`config.mk`:
```
export PLATFORM = sky130hd
export DESIGN_NAME = ipod_top
export DESIGN_NICKNAME = d
export VERILOG_FILES = /design/src/verilog/ipod_pkg.sv /design/src/verilog/flash_read_if.sv /design/src/verilog/key_command_decoder.sv /design/src/verilog/address_sequencer.sv /design/src/verilog/word_fetcher.sv /design/src/verilog/ipod_top.sv
export SDC_FILE = /design/constraint.sdc
export NUM_CORES = 1
export LEC_CHECK = 0
export BUFFER_PORTS_ARGS = -buffer_cell sky130_fd_sc_hd__buf_2
export CORE_UTILIZATION = 52
export DETAILED_ROUTE_END_ITERATION = 16
export PLACE_DENSITY = 0.83
export SYNTH_ARGS = -nofsm -noshare
export SYNTH_HDL_FRONTEND = slang
export SYNTH_HIERARCHICAL = 1
export SYNTH_SLANG_ARGS = --single-unit
```
`constraint.sdc`:
```
create_clock -name clk -period 2.9 [get_ports clk]
set_clock_uncertainty 0.2 [all_clocks]
set_input_delay 0.145 -clock clk [delete_from_list [all_inputs] [get_ports clk]]
set_output_delay 0.145 -clock clk [all_outputs]
set_load 0.1 [all_outputs]
```
`src/verilog/ipod_pkg.sv`:
```
`default_nettype none

package ipod_pkg;

  // ====================
  // Widths
  // ====================
  localparam int ADDR_W   = 23;  // Flash word address
  localparam int WORD_W   = 32;  // One flash word holds two samples
  localparam int SAMPLE_W = 16;

  // Keyboard character, already decoded to ASCII
  typedef logic [7:0] ascii_t;

  // ====================
  // Commands and states
  // ====================
  typedef enum logic [2:0] {cmd_none, cmd_play, cmd_stop, cmd_fwd, cmd_back, cmd_rewind} cmd_t;

  typedef enum logic {st_idle, st_play} play_state_t;

  // Word fetcher FSM
  typedef enum logic [1:0] {
    fs_wait_tick,
    fs_request,
    fs_response,
    fs_second_half
  } fetch_state_t;

endpackage

`default_nettype wire

```
`src/verilog/flash_read_if.sv`:
```
`timescale 1ns/1ps
`default_nettype none

interface flash_read_if;

  logic                          req_valid;  // Held until accepted
  logic [ipod_pkg::ADDR_W-1:0]   req_addr;
  logic                          req_ready;
  logic                          rsp_valid;  // Single cycle, no back-pressure
  logic [ipod_pkg::WORD_W-1:0]   rsp_data;

  // Fetcher side issues requests and takes responses
  modport fetcher (
    output req_valid, req_addr,
    input  req_ready, rsp_valid, rsp_data
  );

  modport port (
    input  req_valid, req_addr,
    output req_ready, rsp_valid, rsp_data
  );

endinterface

`default_nettype wire

```
`src/verilog/key_command_decoder.sv`:
```
`timescale 1ns/1ps
`default_nettype none

module key_command_decoder (
  input  wire                     clk,
  input  wire                     reset,
  input  wire ipod_pkg::ascii_t   kbd_ascii,
  input  wire                     kbd_valid,
  output ipod_pkg::cmd_t          cmd,
  output logic                    cmd_valid
);

  ipod_pkg::cmd_t decoded;

  // Both cases of each command letter
  always_comb
  begin
    case (kbd_ascii)
      8'h45, 8'h65: decoded = ipod_pkg::cmd_play;    // E e
      8'h44, 8'h64: decoded = ipod_pkg::cmd_stop;    // D d
      8'h42, 8'h62: decoded = ipod_pkg::cmd_back;    // B b
      8'h46, 8'h66: decoded = ipod_pkg::cmd_fwd;     // F f
      8'h52, 8'h72: decoded = ipod_pkg::cmd_rewind;  // R r
      default:      decoded = ipod_pkg::cmd_none;
    endcase
  end

  always_ff @(posedge clk or posedge reset)
  begin
    if (reset)
    begin
      cmd       <= ipod_pkg::cmd_none;
      cmd_valid <= 1'b0;
    end
    else
    begin
      cmd_valid <= kbd_valid && (decoded != ipod_pkg::cmd_none);
      if (kbd_valid)
        cmd <= decoded;
    end
  end

endmodule

`default_nettype wire

```
`src/verilog/address_sequencer.sv`:
```
`timescale 1ns/1ps
`default_nettype none

module address_sequencer #(
  parameter int LAST_WORD = 524287
) (
  input  wire                           clk,
  input  wire                           reset,
  input  wire ipod_pkg::cmd_t           cmd,
  input  wire                           cmd_valid,
  input  wire                           word_done,
  output logic                          playing,
  output logic                          backward,
  output logic [ipod_pkg::ADDR_W-1:0]   word_addr
);

  localparam logic [ipod_pkg::ADDR_W-1:0] LAST_ADDR = LAST_WORD[ipod_pkg::ADDR_W-1:0];

  ipod_pkg::play_state_t          state;
  logic                           hold;       // Loaded word not played yet
  logic                           rewind;
  logic [ipod_pkg::ADDR_W-1:0]    next_addr;

  assign playing = (state == ipod_pkg::st_play);
  assign rewind  = cmd_valid && (cmd == ipod_pkg::cmd_rewind);

  // Neighbour word in the current direction
  always_comb
  begin
    if (backward)
      next_addr = (word_addr == '0) ? LAST_ADDR : word_addr - 1'b1;
    else
      next_addr = (word_addr == LAST_ADDR) ? '0 : word_addr + 1'b1;
  end

  // ====================
  // Play and direction
  // ====================
  always_ff @(posedge clk or posedge reset)
  begin
    if (reset)
    begin
      state    <= ipod_pkg::st_idle;
      backward <= 1'b0;
    end
    else if (cmd_valid)
    begin
      case (cmd)
        ipod_pkg::cmd_play: state    <= ipod_pkg::st_play;
        ipod_pkg::cmd_stop: state    <= ipod_pkg::st_idle;
        ipod_pkg::cmd_fwd:  backward <= 1'b0;  // Direction changes in any state
        ipod_pkg::cmd_back: backward <= 1'b1;
        default:            ;
      endcase
    end
  end

  // ====================
  // Word address
  // ====================
  always_ff @(posedge clk or posedge reset)
  begin
    if (reset)
    begin
      word_addr <= '0;
      hold      <= 1'b0;
    end
    else if (rewind)
    begin
      word_addr <= backward ? LAST_ADDR : '0;  // Start of clip for this direction
      hold      <= 1'b1;
    end
    else if (word_done)
    begin
      if (hold)
        hold <= 1'b0;  // Stay on the loaded word once
      else
        word_addr <= next_addr;
    end
  end

endmodule

`default_nettype wire

```
`src/verilog/word_fetcher.sv`:
```
`timescale 1ns/1ps
`default_nettype none

module word_fetcher #(
  parameter int TICK_DIV = 2273
) (
  input  wire                             clk,
  input  wire                             reset,
  input  wire                             playing,
  input  wire                             backward,
  input  wire [ipod_pkg::ADDR_W-1:0]      word_addr,
  flash_read_if.fetcher                   flash,
  output logic                            word_done,
  output logic [ipod_pkg::SAMPLE_W-1:0]   sample,
  output logic                            sample_valid
);

  localparam int CNT_W = $clog2(TICK_DIV + 1);
  localparam int HI    = ipod_pkg::WORD_W - 1;
  localparam int LO    = ipod_pkg::SAMPLE_W - 1;

  ipod_pkg::fetch_state_t         state;
  logic [CNT_W-1:0]               tick_cnt;
  logic                           tick;
  logic                           outstanding;  // Accepted read, response pending
  logic                           issue;
  logic                           first_emit;
  logic                           second_emit;
  logic [ipod_pkg::WORD_W-1:0]    word_buf;
  logic                           word_rev;     // Direction when the word arrived

  // ====================
  // Sample timer
  // ====================
  assign tick = (tick_cnt == CNT_W'(TICK_DIV - 1));

  always_ff @(posedge clk or posedge reset)
  begin
    if (reset)
      tick_cnt <= '0;
    else if (tick)
      tick_cnt <= '0;
    else
      tick_cnt <= tick_cnt + 1'b1;
  end

  // New read only when nothing is in flight, and never on a stale address
  assign issue = (state == ipod_pkg::fs_wait_tick) && tick && playing && !word_done &&
                 !flash.req_valid && !outstanding;
  assign first_emit  = (state == ipod_pkg::fs_response) && playing && flash.rsp_valid;
  assign second_emit = (state == ipod_pkg::fs_second_half) && playing && tick;

  // ====================
  // Flash request channel
  // ====================
  always_ff @(posedge clk or posedge reset)
  begin
    if (reset)
    begin
      flash.req_valid <= 1'b0;
      outstanding     <= 1'b0;
    end
    else
    begin
      if (flash.req_valid && flash.req_ready)
      begin
        flash.req_valid <= 1'b0;
        outstanding     <= 1'b1;
      end
      else if (issue)
        flash.req_valid <= 1'b1;
      if (flash.rsp_valid)
        outstanding <= 1'b0;  // Also drains a read abandoned by stop
    end
  end

  always_ff @(posedge clk or posedge reset)
  begin
    if (reset)
    begin
      state        <= ipod_pkg::fs_wait_tick;
      sample_valid <= 1'b0;
      word_done    <= 1'b0;
    end
    else
    begin
      sample_valid <= first_emit || second_emit;
      word_done    <= second_emit;
      if (!playing)
        state <= ipod_pkg::fs_wait_tick;  // Drop the rest of the word
      else
      begin
        case (state)
          ipod_pkg::fs_wait_tick:   if (issue) state <= ipod_pkg::fs_request;
          ipod_pkg::fs_request:     if (flash.req_ready) state <= ipod_pkg::fs_response;
          ipod_pkg::fs_response:    if (first_emit) state <= ipod_pkg::fs_second_half;
          ipod_pkg::fs_second_half: if (second_emit) state <= ipod_pkg::fs_wait_tick;
          default:                  state <= ipod_pkg::fs_wait_tick;
        endcase
      end
    end
  end

  // Address and sample data
  always_ff @(posedge clk)
  begin
    if (issue)
      flash.req_addr <= word_addr;
    if (first_emit)
    begin
      word_buf <= flash.rsp_data;
      word_rev <= backward;
      sample   <= backward ? flash.rsp_data[LO:0] : flash.rsp_data[HI -: ipod_pkg::SAMPLE_W];
    end
    else if (second_emit)
      sample <= word_rev ? word_buf[HI -: ipod_pkg::SAMPLE_W] : word_buf[LO:0];
  end

endmodule

`default_nettype wire

```
`src/verilog/ipod_top.sv`:
```
`timescale 1ns/1ps
`default_nettype none

module ipod_top #(
  parameter int LAST_WORD = 524287,
  parameter int TICK_DIV  = 2273
) (
  input  wire                             clk,
  input  wire                             reset,
  input  wire ipod_pkg::ascii_t           kbd_ascii,
  input  wire                             kbd_valid,
  output logic                            flash_read,
  output logic [ipod_pkg::ADDR_W-1:0]     flash_addr,
  input  wire                             flash_waitrequest,
  input  wire [ipod_pkg::WORD_W-1:0]      flash_readdata,
  input  wire                             flash_readdatavalid,
  output logic [ipod_pkg::SAMPLE_W-1:0]   sample,
  output logic                            sample_valid,
  output logic                            playing,
  output logic                            backward
);

  ipod_pkg::cmd_t                 cmd;
  logic                           cmd_valid;
  logic [ipod_pkg::ADDR_W-1:0]    word_addr;
  logic                           word_done;

  flash_read_if flash_if ();

  // ====================
  // Flash port mapping
  // ====================
  assign flash_read         = flash_if.req_valid;
  assign flash_addr         = flash_if.req_addr;
  assign flash_if.req_ready = ~flash_waitrequest;
  assign flash_if.rsp_valid = flash_readdatavalid;
  assign flash_if.rsp_data  = flash_readdata;

  key_command_decoder decoder_i (
    .clk       (clk),
    .reset     (reset),
    .kbd_ascii (kbd_ascii),
    .kbd_valid (kbd_valid),
    .cmd       (cmd),
    .cmd_valid (cmd_valid)
  );

  address_sequencer #(.LAST_WORD(LAST_WORD)) sequencer_i (
    .clk       (clk),
    .reset     (reset),
    .cmd       (cmd),
    .cmd_valid (cmd_valid),
    .word_done (word_done),
    .playing   (playing),
    .backward  (backward),
    .word_addr (word_addr)
  );

  // Sample timer lives in here as a clock enable
  word_fetcher #(.TICK_DIV(TICK_DIV)) fetcher_i (
    .clk          (clk),
    .reset        (reset),
    .playing      (playing),
    .backward     (backward),
    .word_addr    (word_addr),
    .flash        (flash_if.fetcher),
    .word_done    (word_done),
    .sample       (sample),
    .sample_valid (sample_valid)
  );

endmodule

`default_nettype wire

```
==> impl_metrics.py <==
metrics = {
    "floorplan": {
        "die_x_um": 110,
        "io_pins": 88,
        "dieArea_mm2": 0.0121,
        "core-area_mm2": 0.0114,
        "rows": 39,
        "start_util_pct": 53.2,
        "die_h_um": 110,
    },
    "power_and_ir_drop": {
        "p_per_area_mw_per_mm2": 535,
        "irDropWorstVdd_v": 0.000462,
        "power_leakage_nw": 3.30,
    },
    "min_path": {
        "min_path_type": "in -> async",
    },
    "placed_design": {
        "dp_slack_ns": 0.0146,
        "hpwlAfterDp_mm": 10.2,
        "port_buffers": 86,
        "gp_congestion": 0.929,
    },
    "synth": {
        "synth-seq-area-share_pct": 55.4,
        "synth_warnings": 6,
        "synth_nets": 601,
        "syn_inst": 547,
        "synth-async-reset-ratio_pct": 40.0,
        "synth_seq_cells": 120,
        "synth-main-ff-cell": "edfxtp_1",
        "syn_area_mm2": 0.00607,
        "yosysUniqueCellTypes": 68,
        "synth_edf_count": 72,
        "syn_area_per_cell_um2": 11.1,
    },
    "sta": {
        "hold_slack_ns": 0.206,
        "fin_crit_ns": 2.83,
        "layout_setup_ws_ns": 0.0715,
        "tightest_slew_ns": 1.11,
        "fin_crit_sh_pct": 97.5,
        "relSlewSlack_pct": 26.0,
        "finalSetupViolations": 0,
        "rsz0062_at_grt": "false",
        "hold_viol_final": 0,
        "final-max-slew-violation-count": 0,
        "fin_setup_tns_ns": 0,
        "max_freq_mhz": 354,
    },
    "final_layout": {
        "area_delta_synth_final_pct": 29.8,
        "most-common-layout-cells": "buf_2, edfxtp_1, dfrtp_1, dlygate4sd3_1, buf_4",
        "mostFrequentLayoutCell": "buf_2",
        "nets": 760,
        "drive_above_1_share_pct": 24.6,
        "antenna_cells": 0,
        "n_fill_cell": 789,
    },
    "clock_tree": {
        "h-tree-depth": 4,
        "cts_made_buffers": 17,
        "cts_buffer_depth": 2,
        "clk_pin_slew_ns": 0.06,
        "clock_latency_ns": 0.41,
        "root_buffer": "clkbuf_16",
        "cts_tree": "yes",
        "clock_sinks": 120,
    },
    "setup_path": {
        "worst-path-buf-inv": 1,
        "cp_cell_sequence": "or4_4 > or4_4 > o31ai_2 > buf_4 > o21ai_0 > a2bb2o_4 > o311ai_2",
        "critPathCaptureType": "register",
        "crit_path_frequent_cell": "or4_4",
        "worst_ep_required_time_ns": 3.01,
        "crit_arrival_ns": 2.94,
        "critPathKind": "reg -> reg",
        "slowest_delay_ns": 0.58,
        "cp_top_family": "simple AND/OR/NAND/NOR gates",
        "slowest_stage": "or4_4",
        "worst-path-max-fanout": 6,
        "startpoint_type": "register",
    },
    "global_routing": {
        "grt_start_max_net_pins": 39,
        "grt_usage_pct": 28.6,
        "gr-total-overflow": 0,
        "grt_pass1_wl_mm": 25.8,
        "grt_pass1_vias": 5224,
        "antenna_found_initial": 0,
    },
    "route": {
        "drt_iter0_markers": 462,
        "drtPass1Iterations": 5,
        "drc": 0,
        "drtAntennaViolNets": 0,
        "wl_per_cell_um": 18.9,
        "vias": 5229,
        "drt-total-wl_mm": 16.3,
        "viasPerCell": 6.07,
    },
    "flow_run": {
        "maxCapViolCount": 0,
    },
    "outcome": {
        "status": "finished, final reports clean",
    },
}
## synthesized netlist by cell type (all sizes together) (5+ instances only)
cell type  count  area, µm²
nand3         28        140
xnor2         12        105
ha             9        113
a21oi         32        160
and3           6       37.5
a211oi        18        135
o311ai         7       68.8
and4           6       53.8
or4            6       48.8
nor4           5       31.3
buf            9       67.6
xor2          11       96.3
dfrtp         48       1200
or2            5       31.3
nor3          18        100
mux2i         18        180
o21ai         31        155
clkbuf        21       78.8
edfxtp        72       2160
nor2b         21        131
or3            7       43.8
nor2          28        105
nand2b         5       31.3
nand2         30        115
a31oi          7       58.8
nand4          9       56.3
inv           25       93.8
## power by group
part,internal [W],total (W),switching [W]
combinational,0.000140,0.000324,0.000185
clock,0.00127,0.00206,0.000790
sequential,0.00182,0.00184,0.0000179
## sequential cells by signal, summed over array words and instances (netlist names), 2 cells and up
name / flops
fetcher_i/tick_cnt: 12
sequencer_i/word_addr: 23
fetcher_i/state: 2
fetcher_i/flash.req_addr: 23
fetcher_i/sample: 16
decoder_i/cmd: 3
fetcher_i/word_buf: 32
## worst register-to-register path, cell delays in order (launching register included)
cell and delay (ns):
dfrtp_1 0.38, or4_4 0.58, or4_4 0.58, o31ai_2 0.32, buf_4 0.20, o21ai_0 0.14
a2bb2o_4 0.27, o311ai_2 0.06
## final timing paths
kind | from | depth (start not counted) | endpoint | slack (ns)
min in group clk | flash_readdata[16] | 2 | fetcher_i/word_buf[16]$_DFFE_PP_ | 0.26
max in group asynchronous | reset | 3 | sequencer_i/playing$_DFFE_PP0P_ | 1.38
worst max register to register | sequencer_i/word_addr[11]$_DFFE_PP0P_ | 7 | sequencer_i/word_addr[12]$_DFFE_PP0P_ | 0.07
worst min-delay path | reset | 3 | fetcher_i/tick_cnt[0]$_DFF_PP0_ | 0.21
worst max-delay path | sequencer_i/word_addr[11]$_DFFE_PP0P_ | 7 | sequencer_i/word_addr[12]$_DFFE_PP0P_ | 0.07
worst min register to register | fetcher_i/tick_cnt[0]$_DFF_PP0_ | 1 | fetcher_i/tick_cnt[0]$_DFF_PP0_ | 0.31
## cells by family (layout without fill, tap and decap cells)
family	after synthesis	count (layout)	share of synthesized area (%)
AOI/OAI and AO/OA	131	131	14.7
xor gates and xnor gates	23	23	3.32
adders and majority gates	9	9	1.85
buffers and inverters	55	227	3.95
DFF	120	120	55.4
muxes	18	18	2.97
and+or+nand+nor	191	191	17.8
## stage by stage
stage / util [%] / total power [W] / area, µm² / std cells
final: 69.1 / 0.00422 / 7890 / 862
after global routing: 69.1 / 0.00433 / 7890 / 862
after CTS: 68.9 / 0.00421 / 7870 / 862
after detailed placement: 59.7 / 0.00212 / 6820 / 783
after global placement: 59.7 / 0.00211 / 6820 / 783
after floorplan: - / 0.00203 / 6080 / 547
## timing repair
item / 4_1_cts / 5_1_grt
hold endpoints to repair: 102 / 0
hold buffers: 47 / 0
setup endpoints to repair: 1 / 3
setup buffers: 0 / 0
resized for setup: 1 / 4
## cell type report
class                      instances  area (µm²)  share of cell area (%)
clock buffer                      18         429                    5.44
clock inverter                    14         148                    1.87
inverter                          25        97.6                    1.24
sequential                       120        3360                    42.7
timing repair buffer             170        1180                    14.9
multi-input combinational        372        2490                    31.6
tap                              143         179                    2.27
## per-layer routing
metal,part of all wire (%),vias to the layer above,global-route usage [%]
li1,-,2384,-
met1,39,2513,34.2
met2,49,289,48.5
met3,8.8,43,7.23
met4,2.6,0,12.9
met5,0,-,0
Power figures use the tool's default switching activity.
